## config.mk

```make
export PLATFORM = sky130hd
export DESIGN_NAME = cart_mem_arbiter
export DESIGN_NICKNAME = d
export VERILOG_FILES = /design/src/source/cart_mem_pkg.sv /design/src/source/cart_mem_arbiter.sv
export SDC_FILE = /design/constraint.sdc
export NUM_CORES = 1
export LEC_CHECK = 0
export BUFFER_PORTS_ARGS = -buffer_cell sky130_fd_sc_hd__buf_2
export CORE_ASPECT_RATIO = 0.75
export CORE_MARGIN = 10
export CORE_UTILIZATION = 30
export CTS_BUF_LIST = sky130_fd_sc_hd__clkbuf_8
export DETAILED_ROUTE_END_ITERATION = 10
export PLACE_DENSITY = 0.82
export SLEW_MARGIN = 0
export SYNTH_ARGS = -nofsm -noshare
export SYNTH_HDL_FRONTEND = slang
export SYNTH_SLANG_ARGS = --single-unit
```

## constraint.sdc

```tcl
create_clock -name vb_clk -period 1.8 [get_ports vb_clk]
set_input_delay 0 -clock vb_clk [delete_from_list [all_inputs] [get_ports vb_clk]]
set_output_delay 0 -clock vb_clk [all_outputs]
set_load 0.1 [all_outputs]
```

## src/source/cart_mem_pkg.sv

```systemverilog
package cart_mem_pkg;

    ////////////////////
    // Mapper register widths, also the board pin widths

    localparam int ROM_BANK_BITS = 9;
    localparam int RAM_BANK_BITS = 4;

    ////////////////////
    // Shared array geometry

    localparam int MEM_ADDR_BITS = 16; // 64 KB array

    localparam logic [MEM_ADDR_BITS-1:0] ROM_BASE  = 16'h0000; // ROM image, lower half
    localparam logic [MEM_ADDR_BITS-1:0] SRAM_BASE = 16'h8000; // Save RAM, upper half

    // Banked offset bits that land in each region
    localparam int ROM_ADDR_BITS  = 15; // 2 banks of 16 KB
    localparam int SRAM_ADDR_BITS = 15; // 4 banks of 8 KB

    // One physical access to the array
    typedef struct packed {
        logic                     valid;
        logic                     we;    // 1 = write, 0 = read
        logic [MEM_ADDR_BITS-1:0] addr;
        logic [7:0]               wdata;
    } mem_req_t;

endpackage

```

## src/source/cart_mem_arbiter.sv

```systemverilog
`timescale 1ns/1ps

module cart_mem_arbiter (
    input  logic                   vb_clk,
    input  logic                   vb_rst,
    input  cart_mem_pkg::mem_req_t game_req,
    input  logic                   host_req,
    input  logic                   host_we,
    input  logic [15:0]            host_addr,
    input  logic [7:0]             host_wdata,
    output logic                   host_ack,
    output logic [7:0]             host_rdata,
    output logic [7:0]             vb_rdata,
    output cart_mem_pkg::mem_req_t mem_req,
    input  logic [7:0]             mem_rdata
);

    ////////////////////
    // Grant

    logic owner_host_q; // Host held the port last cycle
    logic rd_q;         // Last access was a read
    logic host_grant;

    // Console first, host only in idle cycles, never twice on one request
    assign host_grant = host_req & ~game_req.valid & ~owner_host_q;

    always_comb begin
        mem_req = game_req; // Idle cycles pass valid low
        if (host_grant) begin
            mem_req.valid = 1'b1;
            mem_req.we    = host_we;
            mem_req.addr  = host_addr;
            mem_req.wdata = host_wdata;
        end
    end

    ////////////////////
    // Owner tracking

    always_ff @(posedge vb_clk or posedge vb_rst) begin
        if (vb_rst) begin
            owner_host_q <= 1'b0;
            rd_q         <= 1'b0;
        end else begin
            owner_host_q <= host_grant;
            rd_q         <= mem_req.valid & ~mem_req.we;
        end
    end

    assign host_ack = owner_host_q; // One-cycle pulse per grant

    ////////////////////
    // Read data return

    // Console sees the array straight through, open bus reads FF
    assign vb_rdata = (rd_q & ~owner_host_q) ? mem_rdata : 8'hFF;

    // Host byte captured during ack, held until next host read
    always_ff @(posedge vb_clk) begin
        if (rd_q & owner_host_q) begin
            host_rdata <= mem_rdata;
        end
    end

endmodule

```

==> metrics.md <==
| Metric | Value |
|---|---|
| Clock Latency Late Sink | `230 ps` |
| Synthesized cell area | `706 sq um` |
| Filler cells | `139` |
| Hold path startpoint | `game_req[25]` |
| Worst slew pin tran | `508 ps` |
| Clock slew seen by the registers of the worst setup and hold paths | `40 ps` |
| DR vias | `891` |
| Routability cong. | `0.632` |
| H-tree lvl count | `1` |
| Synthesized netlist cell count | `53` |
| Max VDD drop | `411 uV` |
| Util after Layout | `0.787` |
| Initial core utilization | `0.311` |
| First-pass GRT wire length | `5.08 mm` |
| Count of cell types in the netlist | `10` |
| Max Slew Vio Count | `0` |
| FF-to-FF End | `host_rdata[2]` |
| Slew margin rel. | `0.661` |
| Crit-path slowest cell | `dfrtp_2` |
| Smallest hold slack | `23.6 ps` |
| Synthesized Nets | `115` |
| Final min period | `1660 ps` |
| Die area | `0.00471 sq mm` |
| Area of the core | `0.00227 sq mm` |
| Num ports | `105` |
| Final period util | `0.924` |
| Hold crit path type | `in2reg` |
| Final net count | `233` |
| Yosys synthesis warning count | `0` |
| Worst Reg-to-Reg Cells | `1` |
| Slowest stage delay, CP | `430 ps` |
| Crit path required time | `1800 ps` |
| DR vias/cell | `4.37` |
| RSZ-0062 raised after global routing | `no` |
| Setup crit start kind | `flip-flop` |
| Setup TNS | `0 ps` |
| Clk buf depth | `2` |
| DR pass1 iterations | `4` |
| Gr usage total | `0.138` |
| Syn-to-layout area delta | `153%` |
| Die height | `62 um` |
| Fmax | `0.601 GHz` |
| Nature of the critical path endpoint | `output pin` |
| CTS tree | `done` |
| Post-synthesis sequential area ratio | `0.411` |
| Crit path kind | `reg2out` |
| Die width | `76.0 um` |
| CTS Buf Count | `3` |
| CP most frequent cell | `buf_12` |
| FP Rows | `15` |
| Post-route ant nets | `0` |
| Clock skew | `2.42 ps` |
| Hold path depth | `2` |
| # diodes | `0` |
| Seq cells post-synth | `10` |
| Leak Pwr | `0.000837 uW` |
| Layout cells sized above 1 | `0.794` |
| Grt total ovfl | `0` |
| Reg2reg start | `host_ack` |
| Final WL | `3.52 mm` |
| Port bufs | `104` |
| Status | `finished clean` |
| P per Cell Area | `756 mW/mm^2` |
| Wire length per cell | `17.3 um` |
| Synth area leaders | `mux2_2 40%, edfxtp_1 34%, nand2b_1 9.8%` |
| Post-synth top area share | `0.399` |
| Initial antenna violation count | `0` |
| Vias in the first global route | `1096` |
| Drc violations | `0` |
| WHS Endpoint | `rd_q` |
| Max-cap violations | `0` |
| DP HPWL | `3.15 mm` |
| Area leader, netlist | `mux2_2` |
| Final count of hold timing violations | `0` |
| DRT iter0 DRCs | `34` |
| Clk sinks | `10` |
| Setup slack, reg-to-reg | `710 ps` |
| Syn Area/Cell | `13.3 sq um` |
| Worst-path maximum fanout | `26` |
| Final Setup Violations | `0` |
| Pin count of the biggest net entering global routing | `27` |
| Cell breakdown of the critical path | `nor3b_4 > buf_12 > mux2_2 > buf_12` |
| CP arrival | `1660 ps` |
| Root Driver | `clkbuf_8` |
| # Post-CTS Setup Buffers | `0` |
==> cell usage after synthesis <==
cell and instances:
inv_1 1, buf_6 2, and2_1 1, o31ai_1 1
mux2_2 25, nand2b_1 11, edfxtp_1 8, nor3b_4 1
nor2b_1 1, dfrtp_1 2
==> layout by cell type, fill, tap and decap left out, drive strengths merged <==
| cell | synthesis | layout |
|---|---|---|
| nand2b | 11 | 11 |
| nor2b | 1 | 1 |
| clkinv | 0 | 1 |
| clkbuf | 0 | 3 |
| o31ai | 1 | 1 |
| inv | 1 | 1 |
| dlygate4sd3 | 0 | 10 |
| and2 | 1 | 1 |
| mux2 | 25 | 25 |
| edfxtp | 8 | 8 |
| dfrtp | 2 | 2 |
| buf | 2 | 105 |
| nor3b | 1 | 1 |
==> critical path, delay by kind of cell (launching register included) <==
| family | cells | cell delay (ps) |
|---|---|---|
| mux | 1 | 390 |
| flops | 1 | 430 |
| simple gates | 1 | 220 |
| buf+inv | 2 | 370 |
==> cells by family (layout without fill, tap and decap cells) <==
| group | after synthesis | in the layout | synth area share |
|---|---|---|---|
| buffers and inverters | 3 | 120 | 0.0372 |
| and+or+nand+nor | 14 | 14 | 0.142 |
| muxes | 25 | 25 | 0.399 |
| AOI/OAI and AO/OA | 1 | 1 | 0.0106 |
| DFF | 10 | 10 | 0.411 |
==> where the power goes <==
group	internal (uW)	switching, uW	total [uW]	leakage, uW
clock	149	80.0	229	0.0000231
sequential	259	3.48	262	0.0000969
combinational	297	564	861	0.000717
==> registers in the layout (all words and copies together) (netlist names) <==
| signal | cells |
|---|---|
| rd_q | 1 |
| host_rdata | 8 |
| host_ack | 1 |
==> cell type report <==
class,count,area (sq um),share of cell area
Timing Repair Buffer,115,1020,0.568
Inverter,1,3.75,0.00210
Tap cell,34,42.5,0.0238
Sequential cell,10,292,0.163
Clock inverter,1,3.75,0.00210
Multi-Input combinational cell,40,389,0.218
Clock buffer,3,41.3,0.0231
==> stage by stage <==
stage	std cells	total power (uW)	instance area [sq um]	setup slack, ps
2_1_floorplan	53	806	707	25.1
3_3_place_gp	190	1100	1640	424
3_5_place_dp	190	1120	1640	377
4_1_cts	204	1370	1790	125
5_1_grt	204	1400	1790	84.5
6_report	204	1350	1790	137
==> worst max path at each step <==
stage / from / to / slack, ps / cells after the start
global placement: host_ack / mem_req[21] / 420 / 4
finish: host_ack / mem_req[12] / 140 / 4
floorplan: host_ack / mem_req[10] / 30 / 3
detailed placement: host_ack / mem_req[0] / 380 / 4
CTS: host_ack / mem_req[0] / 120 / 4
global route: host_ack / mem_req[10] / 80 / 4
==> timing repair <==
item                                   in CTS  in global routing
hold buffers                               10                  0
resized for setup                           0                  0
endpoints found under the hold margin      11                  0
==> layer usage <==
metal,routed length [um],GRT usage,share of wire
met5,0,0,0
met4,40,0.0349,0.011
met3,536,0.119,0.15
met2,2040,0.269,0.58
met1,909,0.0998,0.26
(Power assumes the default switching activity.)
