### config.mk
export PLATFORM = sky130hd
export DESIGN_NAME = mbc5_mapper
export DESIGN_NICKNAME = d
export VERILOG_FILES = /design/src/source/cart_bus_pkg.sv /design/src/source/cart_mem_pkg.sv /design/src/source/mbc5_mapper.sv
export SDC_FILE = /design/constraint.sdc
export NUM_CORES = 1
export LEC_CHECK = 0
export BUFFER_PORTS_ARGS = -buffer_cell sky130_fd_sc_hd__buf_2
export CAP_MARGIN = 20
export CELL_PAD_IN_SITES_DETAIL_PLACEMENT = 0
export CELL_PAD_IN_SITES_GLOBAL_PLACEMENT = 1
export CORE_UTILIZATION = 25
export DETAILED_ROUTE_END_ITERATION = 8
export GPL_TIMING_DRIVEN = 0
export PLACE_DENSITY = 0.75
export SYNTH_ARGS = -nofsm -noshare
export SYNTH_HDL_FRONTEND = slang
export SYNTH_SLANG_ARGS = --single-unit
### constraint.sdc
create_clock -name vb_clk -period 1.35 [get_ports vb_clk]
set_input_delay 0.0675 -clock vb_clk [delete_from_list [all_inputs] [get_ports vb_clk]]
set_output_delay 0.0675 -clock vb_clk [all_outputs]
set_load 0.02 [all_outputs]
### src/source/cart_bus_pkg.sv
package cart_bus_pkg;

    ////////////////////
    // Console address windows

    localparam logic [15:0] ROM_LO_END   = 16'h3FFF; // Fixed bank 0 ends here
    localparam logic [15:0] ROM_HI_END   = 16'h7FFF; // Switched bank ends here
    localparam logic [15:0] RAM_WIN_BASE = 16'hA000; // Save RAM window start
    localparam logic [15:0] RAM_WIN_END  = 16'hBFFF;

    // Offset bits inside one window page
    localparam int ROM_PAGE_BITS = 14; // 16 KB ROM page
    localparam int RAM_PAGE_BITS = 13; // 8 KB RAM page

    ////////////////////
    // Register write values

    localparam logic [3:0] RAM_EN_KEY     = 4'hA;  // Low nibble that unlocks RAM
    localparam logic [8:0] ROM_BANK_RESET = 9'd1;  // Switched window starts on bank 1

    // One sample of the console bus pins
    typedef struct packed {
        logic [15:0] addr;
        logic [7:0]  data;
        logic        rd;   // Level read strobe
        logic        wr;   // Level write strobe
    } vb_bus_t;

endpackage

### src/source/cart_mem_pkg.sv
package cart_mem_pkg;

    ////////////////////
    // Mapper register widths, also the board pin widths

    localparam int ROM_BANK_BITS = 9;
    localparam int RAM_BANK_BITS = 4;

    ////////////////////
    // Shared array geometry

    localparam int MEM_ADDR_BITS = 16; // 64 KB array

    localparam logic [MEM_ADDR_BITS-1:0] ROM_BASE  = 16'h0000; // ROM image, lower half
    localparam logic [MEM_ADDR_BITS-1:0] SRAM_BASE = 16'h8000; // Save RAM, upper half

    // Banked offset bits that land in each region
    localparam int ROM_ADDR_BITS  = 15; // 2 banks of 16 KB
    localparam int SRAM_ADDR_BITS = 15; // 4 banks of 8 KB

    // One physical access to the array
    typedef struct packed {
        logic                     valid;
        logic                     we;    // 1 = write, 0 = read
        logic [MEM_ADDR_BITS-1:0] addr;
        logic [7:0]               wdata;
    } mem_req_t;

endpackage

### src/source/mbc5_mapper.sv
`timescale 1ns/1ps

module mbc5_mapper (
    input  logic                                  vb_clk,
    input  logic                                  vb_rst,
    input  cart_bus_pkg::vb_bus_t                 bus,
    output logic [cart_mem_pkg::ROM_BANK_BITS-1:0] rom_a,
    output logic [cart_mem_pkg::RAM_BANK_BITS-1:0] ram_a,
    output logic                                  rom_cs_n,
    output logic                                  ram_cs_n,
    output cart_mem_pkg::mem_req_t                game_req
);

    ////////////////////
    // Window decode

    logic in_rom;    // 0000-7FFF
    logic in_rom_lo; // 0000-3FFF, always bank 0
    logic in_ram;    // A000-BFFF

    assign in_rom    = bus.addr <= cart_bus_pkg::ROM_HI_END;
    assign in_rom_lo = bus.addr <= cart_bus_pkg::ROM_LO_END;
    assign in_ram    = (bus.addr >= cart_bus_pkg::RAM_WIN_BASE) &&
                       (bus.addr <= cart_bus_pkg::RAM_WIN_END);

    ////////////////////
    // Bank registers

    logic [cart_mem_pkg::ROM_BANK_BITS-1:0] rom_bank;
    logic [cart_mem_pkg::RAM_BANK_BITS-1:0] ram_bank;
    logic                                   ram_en;
    logic                                   wr_last; // Strobe one cycle back
    logic                                   wr_rise;

    assign wr_rise = bus.wr & ~wr_last; // Single-cycle edge pulse

    always_ff @(posedge vb_clk or posedge vb_rst) begin
        if (vb_rst) begin
            wr_last  <= 1'b0;
            rom_bank <= cart_bus_pkg::ROM_BANK_RESET;
            ram_bank <= '0;
            ram_en   <= 1'b0;
        end else begin
            wr_last <= bus.wr;
            if (wr_rise) begin
                // Register picked by upper nibble
                case (bus.addr[15:12])
                    4'h0, 4'h1: ram_en <= (bus.data[3:0] == cart_bus_pkg::RAM_EN_KEY);
                    4'h2:       rom_bank[7:0] <= bus.data;    // Bank low byte
                    4'h3:       rom_bank[8] <= bus.data[0];   // Bank bit 8
                    4'h4, 4'h5: ram_bank <= bus.data[3:0];
                    default: ;                                // RAM window or unmapped
                endcase
            end
        end
    end

    ////////////////////
    // Board pins

    assign rom_a = in_rom_lo ? '0 : rom_bank; // Bank 0 allowed in upper window
    assign ram_a = ram_bank;

    // Selects follow live accesses, held off in reset
    assign rom_cs_n = ~(in_rom & bus.rd & ~vb_rst);
    assign ram_cs_n = ~(in_ram & ram_en & (bus.rd | bus.wr) & ~vb_rst);

    ////////////////////
    // Physical translation

    logic [cart_mem_pkg::ROM_BANK_BITS+cart_bus_pkg::ROM_PAGE_BITS-1:0] rom_off;
    logic [cart_mem_pkg::RAM_BANK_BITS+cart_bus_pkg::RAM_PAGE_BITS-1:0] ram_off;
    logic [cart_mem_pkg::MEM_ADDR_BITS-1:0]                            rom_phys;
    logic [cart_mem_pkg::MEM_ADDR_BITS-1:0]                            ram_phys;
    logic                                                              rd_hit;
    logic                                                              wr_hit;

    assign rom_off = {rom_a, bus.addr[cart_bus_pkg::ROM_PAGE_BITS-1:0]};
    assign ram_off = {ram_a, bus.addr[cart_bus_pkg::RAM_PAGE_BITS-1:0]};

    // Only the low offset bits fit the array
    assign rom_phys = cart_mem_pkg::ROM_BASE +
        {{(cart_mem_pkg::MEM_ADDR_BITS-cart_mem_pkg::ROM_ADDR_BITS){1'b0}},
         rom_off[cart_mem_pkg::ROM_ADDR_BITS-1:0]};
    assign ram_phys = cart_mem_pkg::SRAM_BASE +
        {{(cart_mem_pkg::MEM_ADDR_BITS-cart_mem_pkg::SRAM_ADDR_BITS){1'b0}},
         ram_off[cart_mem_pkg::SRAM_ADDR_BITS-1:0]};

    assign rd_hit = bus.rd & (in_rom | (in_ram & ram_en)); // Level, every cycle
    assign wr_hit = wr_rise & in_ram & ram_en;             // ROM writes hit registers only

    always_comb begin
        game_req.valid = rd_hit | wr_hit;
        game_req.we    = wr_hit;
        game_req.addr  = in_ram ? ram_phys : rom_phys;
        game_req.wdata = bus.data;
    end

endmodule

==> results of run 1 <==
synth_stat cells (2+ instances only):
cell type / number / share of area (%)
nor3b_1: 2 / 1.6
nand3_1: 2 / 1.1
dfrtp_1: 14 / 38
inv_1: 2 / 0.82
nor2b_1: 10 / 6.9
buf_4: 23 / 19
mux2_2: 15 / 19
sequential cells by signal, summed over array words and instances, names as in the netlist:
name	count
rom_bank	9
wr_last	1
ram_a	4
ram_en	1
final cells by class:
type                            instances  area [µm²]
Clock inverter                          1        5.00
Inverter                                2        7.51
Multi-Input combinational cell         39         404
Tap cell                               46        57.6
Buffer                                 23         173
Clock buffer                            3        22.5
Fill cell                             368        2020
Timing Repair Buffer                   62         348
Sequential cell                        15         377
worst min path at each step:
| stage | startpoint | to | slack, ps |
|---|---|---|---|
| 6_report | bus[7] | rom_bank[5] | 40 |
| 3_5_place_dp | vb_rst | rom_bank[4] | 190 |
| 2_1_floorplan | vb_rst | ram_a[0] | -20 |
| 5_1_grt | bus[7] | rom_bank[5] | 30 |
| 3_3_place_gp | vb_rst | rom_bank[4] | 170 |
| 4_1_cts | bus[7] | rom_bank[5] | 30 |
timing repair:
action,in CTS,in global routing
hold buffers,3,0
setup buffers,2,1
gates cloned,0,0
endpoints found under the hold margin,15,0
resized for setup,8,8
pin swaps,0,1
endpoints found under the setup margin,12,17
worst max-delay path: stages (launching register included):
cell and delay, ps:
dfrtp_1 360, nand4b_1 160, nor3b_2 260, a2bb2oi_2 150, buf_4 150
power breakdown:
| part | total [µW] | switching [µW] | leakage, µW | internal, µW |
|---|---|---|---|---|
| clock network | 252 | 142 | 0.0000177 | 110 |
| registers | 577 | 40.1 | 0.000187 | 537 |
| logic | 548 | 286 | 0.000543 | 262 |
| total | 1380 | 468 | 0.000748 | 908 |
stage by stage:
step / TNS [ps] / hold WS (ps) / std cells
2_1_floorplan: 0 / -15.1 / 79
3_5_place_dp: -738 / 189 / 181
6_report: -584 / 35.6 / 191
3_3_place_gp: -419 / 168 / 181
5_1_grt: -2000 / 28.0 / 191
4_1_cts: -641 / 27.6 / 190
cell usage in the layout (no fill, tap or decap), drive strengths merged:
cell type | netlist | layout
dlygate4sd3 | 0 | 3
inv | 2 | 2
nor2 | 1 | 1
o2111ai | 1 | 1
nor3b | 2 | 2
clkbuf | 0 | 3
nor2b | 10 | 10
nand4b | 1 | 1
nand3 | 2 | 2
clkinv | 0 | 1
a2bb2oi | 1 | 1
nand2 | 1 | 1
buf | 23 | 82
nor4bb | 1 | 1
dfrtp | 14 | 14
dfstp | 1 | 1
mux2 | 15 | 15
nand3b | 1 | 1
o31a | 1 | 1
nor4b | 2 | 2
logic make-up (layout without fill, tap and decap cells):
family	after synthesis	count (layout)
mux	15	15
simple gates	21	21
buf+inv	25	91
flops	15	15
compound gates	3	3
per-layer routing:
layer	vias up	global-route usage (%)
met3	0	4.23
li1	383	-
met2	50	20.9
met1	372	14.6
met4	0	2.62
met5	-	0
==> summary.json, run 1 <==
{
  "routed_metal_1_wirelength_um": 966,
  "post-route-cell-area_um2": 1390,
  "worst_pin_slew_ps": 662,
  "ys_async_rst_share_pct": 100,
  "violations": "setup timing",
  "clock_insertion_delay_worst_skew_ps": 280,
  "cts_sinks": 15,
  "peakVddDrop_v": 0.000464,
  "grt_pass1_wl_um": 3770,
  "postSynthRegisterBits": 15,
  "critical_path.reg2reg.startpoint": "wr_last",
  "path_max_fanout": 2,
  "dominant_combinational_cell_family_by_area_after_synthesis": "buffers and inverters",
  "clockRootBuffer": "clkbuf_4",
  "critPathCapture": "game_req[25]",
  "critPathLaunch": "ram_en",
  "post_synth_fa_ha_maj_area_fraction_pct": 0,
  "fp.dieArea_um2": 3890,
  "port_buffer_cells": 56,
  "met2_wirelength_um": 1060,
  "post-route-worst-setup-slack_ps": -72.8,
  "timing.max_slew.rel_slack_pct": 55.7,
  "post_drt_wl_per_cell_um": 11.8,
  "dr.first_iter.drc_count": 17,
  "p_total_uw": 1380,
  "grt_antenna_before_repair": 0,
  "grt_setup_unrepaired": "yes",
  "start_kind": "flop",
  "synth_simple_gate_area_share_pct": 17.3,
  "signed_area_change_from_the_synthesized_netlist_to_the_final_layout_pct": 53.0,
  "globalRouteOverflowTotal": 0,
  "post-route-drc-count": 0,
  "synth_xor_xnor_area_share_pct": 0,
  "finalMaxSlewViolations": 0,
  "detail_route.first_pass.iterations": 2,
  "synth_compound_gate_area_share_pct": 3.02,
  "crit-reg2reg-capture": "rom_bank[8]",
  "ff2ff_path_depth": 4,
  "detailed_place.area_um2": 1250,
  "max-cap-violations": 0,
  "route.vias.total": 805,
  "static-leakage-power_uw": 0.000748,
  "synth_seq_area_share_pct": 41.3,
  "synth-edff-count": 0,
  "timing.critical_path.to_type": "output pin",
  "post_synth_mux_area_share_pct": 18.5,
  "status": "finished, violations left",
  "worstPathRequired_ps": 1280,
  "max_freq_mhz": 703,
  "cts_tree": "done",
  "pwr_cell_area_nw_per_um2": 987,
  "dr.max_layer_used": "met3",
  "post-route-period-util_pct": 105,
  "cts.reportedPaths.clkPinSlew_ps": 100,
  "report.final.setup_viol": 11,
  "dominantRegCellSynth": "dfrtp_1",
  "timing.hold.worst_path_depth": 2,
  "place.gp.congestion": 0.771,
  "grt_use_total_pct": 12.2,
  "grt_pass1_vias": 845,
  "finalClockSkew_ps": 10.2,
  "core_area_um2": 3420,
  "synth_nets": 107,
  "htree_levels": 1,
  "final_layout_size_suffix_gt1_share_pct": 76.6,
  "setup.reg_to_reg.worst_slack_ps": -70,
  "effective_utilization_at_floorplan_pct": 26.7,
  "timing.critical_path.arrival_ps": 1360,
  "vias_per_cell": 4.21,
  "route.met3.wl_um": 227,
  "path_class": "flop to output pin",
  "fp-row-count": 21,
  "synth_cell_type_count": 18,
  "post-dp-hpwl_um": 1700,
  "synth.avg_cell_area_um2": 11.5,
  "drt.antenna.violating_nets": 0,
  "yosys_warnings": 0,
  "cts-buffers-inserted": 3,
  "grt_max_degree": 15,
  "netlist_area_um2": 911,
  "dieHeight_um": 62.4,
  "worst_slack_placed_ps": -98.3,
  "finalNetCount": 174,
  "hold_violations": 0,
  "pin_count": 69,
  "wl_um": 2250,
  "clk_path_buf_depth": 2,
  "chipWidth_um": 62.4,
  "timing.hold.worst.class": "primary input to flop",
  "final_core_utilization_pct": 40.8,
  "synthCells": 79,
  "antenna-diode-count": 0,
  "layout_min_cycle_time_ps": 1420
}
(Power assumes the default switching activity.)
==> run 2: changes to the inputs <==
--- a/config.mk
+++ b/config.mk
@@ -9,10 +9,10 @@
 export CAP_MARGIN = 20
 export CELL_PAD_IN_SITES_DETAIL_PLACEMENT = 0
 export CELL_PAD_IN_SITES_GLOBAL_PLACEMENT = 1
-export CORE_UTILIZATION = 25
+export CORE_UTILIZATION = 28
 export DETAILED_ROUTE_END_ITERATION = 8
 export GPL_TIMING_DRIVEN = 0
-export PLACE_DENSITY = 0.75
+export PLACE_DENSITY = 0.79
 export SYNTH_ARGS = -nofsm -noshare
 export SYNTH_HDL_FRONTEND = slang
 export SYNTH_SLANG_ARGS = --single-unit
==> constraint.sdc (replaced) <==
create_clock -name vb_clk -period 1.55 [get_ports vb_clk]
set_input_delay 0.0775 -clock vb_clk [delete_from_list [all_inputs] [get_ports vb_clk]]
set_output_delay 0.0775 -clock vb_clk [all_outputs]
set_load 0.02 [all_outputs]
==> summary.json, run 2 (same netlist as run 1, synthesis figures left out) <==
{
  "status": {"value": "completed", "change": "was finished, violations left"},
  "layout_min_cycle_time_ps": 1440,
  "totalNegativeSetupSlack": {"value": 0, "unit": "ps", "change": "was -584 ps"},
  "grt_antenna_before_repair": {"value": 0, "change": "unchanged"},
  "cts_tree": {"value": "done", "change": "unchanged"},
  "route.met3.wl": {"value": 153, "unit": "µm", "change": "was 227 µm"},
  "power.share.clock": {"value": 18.2, "unit": "%", "change": "was 18.3%"},
  "clockRootBuffer": {"value": "clkbuf_4", "change": "unchanged"},
  "dr.first_iter.drc_count": {"value": 2, "change": "was 17"},
  "layout.cells.non_filler": {"value": 186, "change": "was 191"},
  "post-route-cell-area": {"value": 1310, "unit": "µm²", "change": "was 1390 µm²"},
  "finalNetCount": {"value": 171, "change": "was 174"},
  "fp.dieArea": {"value": 3490, "unit": "µm²", "change": "was 3890 µm²"},
  "static-leakage-power": {"value": 0.000710, "unit": "µW", "change": "was 0.000748 µW"},
  "setup.reg_to_reg.worst_slack": {"value": 130, "unit": "ps", "change": "was -70 ps"},
  "most_frequent_cells_in_the_layout": {"value": "56 x buf_2, 23 x buf_4, 15 x mux2_2", "change": "was 53 x buf_2, 27 x buf_4, 14 x dfrtp_1"},
  "dieHeight": {"value": 59.0, "unit": "µm", "change": "was 62.4 µm"},
  "dp_cells": {"value": 179, "change": "was 181"},
  "power_switching_share": {"value": 33.5, "unit": "%", "change": "was 34.0%"},
  "drt.antenna.violating_nets": {"value": 0, "change": "unchanged"},
  "max_flop_register": {"value": "rom_bank", "change": "unchanged"},
  "chipWidth": {"value": 59.0, "unit": "µm", "change": "was 62.4 µm"},
  "seq_area": {"value": 377, "unit": "µm²", "change": "unchanged"},
  "peakVddDrop": {"value": 0.000591, "unit": "V", "change": "was 0.000464 V"},
  "timing.hold.worst.class": {"value": "primary input to flop", "change": "unchanged"},
  "clk_path_buf_depth": {"value": 2, "change": "unchanged"},
  "path_class": {"value": "flop to output pin", "change": "unchanged"},
  "cts.reportedPaths.clkPinSlew": {"value": 80, "unit": "ps", "change": "was 100 ps"},
  "port_buffer_cells": {"value": 56, "change": "unchanged"},
  "max-cap-violations": {"value": 0, "change": "unchanged"},
  "grt_pass1_vias": {"value": 689, "change": "was 845"},
  "fillers": {"value": 313, "change": "was 368"},
  "vias_per_cell": {"value": 4.14, "change": "was 4.21"},
  "globalRouteOverflowTotal": {"value": 0, "change": "unchanged"},
  "grt_use_total": {"value": 11.6, "unit": "%", "change": "was 12.2%"},
  "signed_area_change_from_the_synthesized_netlist_to_the_final_layout": {"value": 43.8, "unit": "%", "change": "was 53.0%"},
  "timing.max_slew.rel_slack": {"value": 58.3, "unit": "%", "change": "was 55.7%"},
  "worst_pin_slew": {"value": 626, "unit": "ps", "change": "was 662 ps"},
  "final_layout_size_suffix_gt1_share": {"value": 71.8, "unit": "%", "change": "was 76.6%"},
  "clock_insertion_delay_worst_skew": {"value": 270, "unit": "ps", "change": "was 280 ps"},
  "antenna-diode-count": {"value": 0, "change": "unchanged"},
  "effective_utilization_at_floorplan": {"value": 29.6, "unit": "%", "change": "was 26.7%"},
  "core_area": {"value": 3080, "unit": "µm²", "change": "was 3420 µm²"},
  "timing.critical_path.arrival": {"value": 1360, "unit": "ps", "change": "about the same"},
  "power.internal": {"value": 774, "unit": "µW", "change": "was 908 µW"},
  "dr.max_layer_used": {"value": "met4", "change": "was met3"},
  "timing.critical_path.to_type": {"value": "output pin", "change": "unchanged"},
  "report.final.setup_viol": {"value": 0, "change": "was 11"},
  "largest_register_ff_count": {"value": 9, "change": "unchanged"},
  "hold_violations": {"value": 0, "change": "unchanged"},
  "finalClockSkew": {"value": 1.30, "unit": "ps", "change": "was 10.2 ps"},
  "leading_cell_type_in_the_layout_fill_and_taps_excluded": {"value": "buf_2", "change": "unchanged"},
  "detailed_place.area": {"value": 1250, "unit": "µm²", "change": "about the same"},
  "multiInputGateArea": {"value": 359, "unit": "µm²", "change": "was 404 µm²"},
  "post-cts-setup-buffer-count": {"value": 0, "change": "was 2"},
  "pwr_cell_area": {"value": 888, "unit": "nW/µm²", "change": "was 987 nW/µm²"},
  "start_kind": {"value": "flop", "change": "unchanged"},
  "post-route-drc-count": {"value": 0, "change": "unchanged"},
  "p_comb_share": {"value": 38.3, "unit": "%", "change": "was 39.8%"},
  "worstPathRequired": {"value": 1470, "unit": "ps", "change": "was 1280 ps"},
  "path_max_fanout": {"value": 3, "change": "was 2"},
  "grt_max_degree": {"value": 15, "change": "unchanged"},
  "cts_sinks": {"value": 15, "change": "unchanged"},
  "max_freq_mhz": 694,
  "place.gp.congestion": {"value": 0.627, "change": "was 0.771"},
  "route.vias.total": {"value": 770, "change": "was 805"},
  "switching_power": {"value": 390, "unit": "µW", "change": "was 468 µW"},
  "routed_metal_1_wirelength": {"value": 843, "unit": "µm", "change": "was 966 µm"},
  "p_seq_share": {"value": 43.4, "unit": "%", "change": "was 41.9%"},
  "cts-buffers-inserted": {"value": 3, "change": "unchanged"},
  "met2_wirelength": {"value": 1020, "unit": "µm", "change": "was 1060 µm"},
  "post-route-period-util_pct": 93.0,
  "fp-row-count": {"value": 20, "change": "was 21"},
  "grt_pass1_wl": {"value": 3000, "unit": "µm", "change": "was 3770 µm"},
  "wl": {"value": 2040, "unit": "µm", "change": "was 2250 µm"},
  "grt_setup_unrepaired": {"value": "yes", "change": "unchanged"},
  "post_drt_wl_per_cell": {"value": 11.0, "unit": "µm", "change": "was 11.8 µm"},
  "pin_count": {"value": 69, "change": "unchanged"},
  "detail_route.first_pass.iterations": {"value": 2, "change": "unchanged"},
  "htree_levels": {"value": 1, "change": "unchanged"},
  "finalMaxSlewViolations": {"value": 0, "change": "unchanged"}
}
-- run 2: layout make-up --
class	count	share of cell area, %
plain buffers	23	13.2
clock buffers	4	2.01
inverters	2	0.573
multi-input cells	39	27.4
flip-flops and latches	15	28.7
well taps	44	4.20
repair buffers	59	23.9
-- run 2: repair_timing --
item	CTS	global route
resized for setup	0	2
hold buffers	3	0
hold endpoints to repair	15	0
endpoints found under the setup margin	0	15
-- run 2: path summary, 6_finish.rpt --
check | depth (start not counted) | start | to
max | 4 | ram_en | game_req[25]
min | 2 | bus[7] | rom_bank[5]
max reg2reg | 3 | wr_last | rom_bank[3]
min reg2reg | 1 | rom_bank[5] | rom_bank[5]
max in group asynchronous | 4 | vb_rst | rom_bank[5]
min in group asynchronous | 3 | vb_rst | rom_bank[0]
-- run 2: worst max-delay path, stage by stage, from the launching register on --
cell and delay, ps:
dfrtp_1 370, nand4b_1 150, nor3b_2 210, a2bb2oi_1 170, buf_2 190
-- run 2: power groups by stage --
stage                     clock, µW  combinational (µW)  sequential, µW
final                           212                 446             505
after global routing            237                 482             514
after CTS                       220                 449             505
after detailed placement          0                 442             512
after global placement            0                 438             508
after floorplan                   0                 268             533
-- run 2: per-stage QoR --
stage          hold WS, ps  setup WS [ps]  util (%)  power, µW
4_1_cts               44.6           35.2      42.3       1170
2_1_floorplan        -5.07            281         -        802
5_1_grt               40.1          -32.0      42.6       1230
3_3_place_gp           175            164      40.5        946
6_report              46.7            108      42.6       1160
3_5_place_dp           186            148      40.5        954
-- run 2: routing by layer --
layer  vias up  global-route usage, %
met4         0                   6.12
met5         -                      0
met1       358                   14.4
li1        374                      -
met2        36                   19.3
met3         2                   2.18
==> run 3: changes to the inputs <==
--- a/config.mk
+++ b/config.mk
@@ -6,12 +6,10 @@
 export NUM_CORES = 1
 export LEC_CHECK = 0
 export BUFFER_PORTS_ARGS = -buffer_cell sky130_fd_sc_hd__buf_2
-export CAP_MARGIN = 20
 export CELL_PAD_IN_SITES_DETAIL_PLACEMENT = 0
 export CELL_PAD_IN_SITES_GLOBAL_PLACEMENT = 1
 export CORE_UTILIZATION = 28
 export DETAILED_ROUTE_END_ITERATION = 8
-export GPL_TIMING_DRIVEN = 0
 export PLACE_DENSITY = 0.79
 export SYNTH_ARGS = -nofsm -noshare
 export SYNTH_HDL_FRONTEND = slang
==> summary.json, run 3 (same netlist as run 1, synthesis figures left out) <==
{
  "status": {"value": "completed", "change": "unchanged"},
  "wl": {"value": 1920, "unit": "µm", "change": "was 2040 µm"},
  "post-route-drc-count": {"value": 0, "change": "unchanged"},
  "place.gp.congestion": {"value": 0.685, "change": "was 0.627"},
  "antenna-diode-count": {"value": 0, "change": "unchanged"},
  "finalMaxSlewViolations": {"value": 0, "change": "unchanged"},
  "report.final.setup_viol": {"value": 0, "change": "unchanged"},
  "pwr_cell_area": {"value": 997, "unit": "nW/µm²", "change": "was 888 nW/µm²"},
  "dieHeight": {"value": 59.0, "unit": "µm", "change": "unchanged"},
  "leading_cell_type_in_the_layout_fill_and_taps_excluded": {"value": "buf_2", "change": "unchanged"},
  "slowest_delay": {"value": 370, "unit": "ps", "change": "about the same"},
  "timing.hold.worst.class": {"value": "primary input to flop", "change": "unchanged"},
  "cts.reportedPaths.clkPinSlew": {"value": 90, "unit": "ps", "change": "was 80 ps"},
  "grt_antenna_before_repair": {"value": 0, "change": "unchanged"},
  "clockRootBuffer": {"value": "clkbuf_4", "change": "unchanged"},
  "start_kind": {"value": "flop", "change": "unchanged"},
  "path_max_fanout": {"value": 3, "change": "unchanged"},
  "critical_path_buf_inv_count": {"value": 1, "change": "unchanged"},
  "detail_route.first_pass.iterations": {"value": 3, "change": "was 2"},
  "pin_count": {"value": 69, "change": "unchanged"},
  "timing.critical_path.to_type": {"value": "output pin", "change": "unchanged"},
  "post_drt_wl_per_cell": {"value": 12.6, "unit": "µm", "change": "was 11.0 µm"},
  "grt_setup_unrepaired": {"value": "no", "change": "was yes"},
  "worst_pin_slew": {"value": 304, "unit": "ps", "change": "was 626 ps"},
  "port_buffer_cells": {"value": 44, "change": "was 56"},
  "hold_violations": {"value": 0, "change": "unchanged"},
  "cts_tree": {"value": "done", "change": "unchanged"},
  "clock_insertion_delay_worst_skew": {"value": 270, "unit": "ps", "change": "about the same"},
  "largest_register_ff_count": {"value": 9, "change": "unchanged"},
  "grt_use_total": {"value": 11.3, "unit": "%", "change": "was 11.6%"},
  "post-cts-setup-buffer-count": {"value": 0, "change": "unchanged"},
  "most_frequent_cells_in_the_layout": {"value": "44 x buf_2, 15 x mux2_2, 14 x dfrtp_1", "change": "was 56 x buf_2, 23 x buf_4, 15 x mux2_2"},
  "drt.antenna.violating_nets": {"value": 0, "change": "unchanged"},
  "max-cap-violations": {"value": 0, "change": "unchanged"},
  "route.vias.total": {"value": 671, "change": "was 770"},
  "path_class": {"value": "flop to output pin", "change": "unchanged"},
  "clk_path_buf_depth": {"value": 2, "change": "unchanged"},
  "globalRouteOverflowTotal": {"value": 0, "change": "unchanged"},
  "finalClockSkew": {"value": 7.52, "unit": "ps", "change": "was 1.30 ps"},
  "dr.max_layer_used": {"value": "met4", "change": "unchanged"},
  "vias_per_cell": {"value": 4.39, "change": "was 4.14"},
  "fp.dieArea": {"value": 3490, "unit": "µm²", "change": "unchanged"},
  "post-route-period-util": {"value": 92.4, "unit": "%", "change": "was 93.0%"},
  "timing.max_slew.rel_slack": {"value": 79.7, "unit": "%", "change": "was 58.3%"},
  "route.met3.wl": {"value": 167, "unit": "µm", "change": "was 153 µm"},
  "max_freq": {"value": 698, "unit": "MHz", "change": "was 694 MHz"},
  "chipWidth": {"value": 59.0, "unit": "µm", "change": "unchanged"},
  "slowest_stage_cell_on_the_critical_path": {"value": "dfrtp_1", "change": "unchanged"},
  "fp-row-count": {"value": 20, "change": "unchanged"},
  "peakVddDrop": {"value": 0.000664, "unit": "V", "change": "was 0.000591 V"},
  "totalNegativeSetupSlack": {"value": 0, "unit": "ps", "change": "unchanged"},
  "grt_pass1_vias": {"value": 683, "change": "was 689"},
  "effective_utilization_at_floorplan": {"value": 29.6, "unit": "%", "change": "unchanged"},
  "htree_levels": {"value": 1, "change": "unchanged"},
  "dr.first_iter.drc_count": {"value": 7, "change": "was 2"},
  "cts_sinks": {"value": 15, "change": "unchanged"},
  "grt_pass1_wl": {"value": 2910, "unit": "µm", "change": "was 3000 µm"},
  "path_delay_family": {"value": "simple AND/OR/NAND/NOR gates", "change": "was flip-flops"},
  "routed_metal_1_wirelength": {"value": 716, "unit": "µm", "change": "was 843 µm"},
  "final_layout_size_suffix_gt1_share": {"value": 66.1, "unit": "%", "change": "was 71.8%"},
  "timing.critical_path.cells": {"value": "nand4b_1 > nor3b_2 > a2bb2oi_2 > buf_2", "change": "was nand4b_1 > nor3b_2 > a2bb2oi_1 > buf_2"},
  "static-leakage-power": {"value": 0.000557, "unit": "µW", "change": "was 0.000710 µW"},
  "grt_max_degree": {"value": 16, "change": "was 15"},
  "max_flop_register": {"value": "rom_bank", "change": "unchanged"},
  "timing.critical_path.arrival": {"value": 1350, "unit": "ps", "change": "was 1360 ps"},
  "worstPathRequired": {"value": 1470, "unit": "ps", "change": "about the same"},
  "final_core_utilization": {"value": 35.6, "unit": "%", "change": "was 42.6%"},
  "signed_area_change_from_the_synthesized_netlist_to_the_final_layout": {"value": 20.2, "unit": "%", "change": "was 43.8%"},
  "core_area": {"value": 3080, "unit": "µm²", "change": "unchanged"},
  "met2_wirelength": {"value": 983, "unit": "µm", "change": "was 1020 µm"},
  "finalNetCount": {"value": 138, "change": "was 171"},
  "layout_min_cycle_time": {"value": 1430, "unit": "ps", "change": "was 1440 ps"},
  "cts-buffers-inserted": {"value": 3, "change": "unchanged"}
}
-- run 3: changes by cell type in the layout (fill, tap and decap cells not counted), sizes merged --
| cell | previous run | this run |
|---|---|---|
| buf | 79 | 47 |
| clkinv | 0 | 1 |
| clkbuf | 4 | 3 |
| dlymetal6s4s | 1 | 0 |
-- run 3: final cells by class --
cell class | instances | area [µm²]
multi-input cells | 39 | 365
fillers | 308 | 1980
repair buffers | 49 | 263
inverters | 2 | 7.51
flip-flops and latches | 15 | 377
clock inverters | 1 | 5.00
clock buffers | 3 | 22.5
well taps | 44 | 55.1
-- run 3: metrics by stage --
step	setup slack, ps	instances	hold slack (ps)	power (µW)	area [µm²]
2_1_floorplan	281	79	-5.07	802	911
3_3_place_gp	201	147	155	875	1040
3_5_place_dp	145	147	155	888	1040
4_1_cts	55.9	153	40.6	1100	1080
5_1_grt	2.90	153	42.7	1150	1090
6_report	118	153	43.4	1090	1090
-- run 3: final timing paths --
| check | to | cells after the start | start | slack [ps] |
|---|---|---|---|---|
| min | rom_bank[6] | 2 | bus[8] | 40 |
| min reg2reg | rom_bank[7] | 1 | rom_bank[7] | 510 |
| max reg2reg | rom_bank[5] | 3 | wr_last | 140 |
| min in group asynchronous | rom_bank[6] | 4 | vb_rst | 450 |
| max | game_req[25] | 4 | ram_en | 120 |
| max in group asynchronous | rom_bank[0] | 4 | vb_rst | 860 |
-- run 3: metal layers --
layer / track usage [%] / vias up
li1: - / 309
met1: 11.7 / 328
met2: 18.8 / 24
met3: 3.71 / 10
met4: 8.84 / 0
met5: 0 / -
-- run 3: repair_timing --
item | in CTS | in global routing
hold buffers | 2 | 0
gates resized for setup | 0 | 2
endpoints found under the setup margin | 0 | 1
hold endpoints to repair | 15 | 0
-- run 3: report_power, final --
part	switching [µW]	leakage (µW)	internal (µW)
Sequential	40.1	0.000187	468
Clock	114	0.0000177	95.5
Combinational	209	0.000353	165
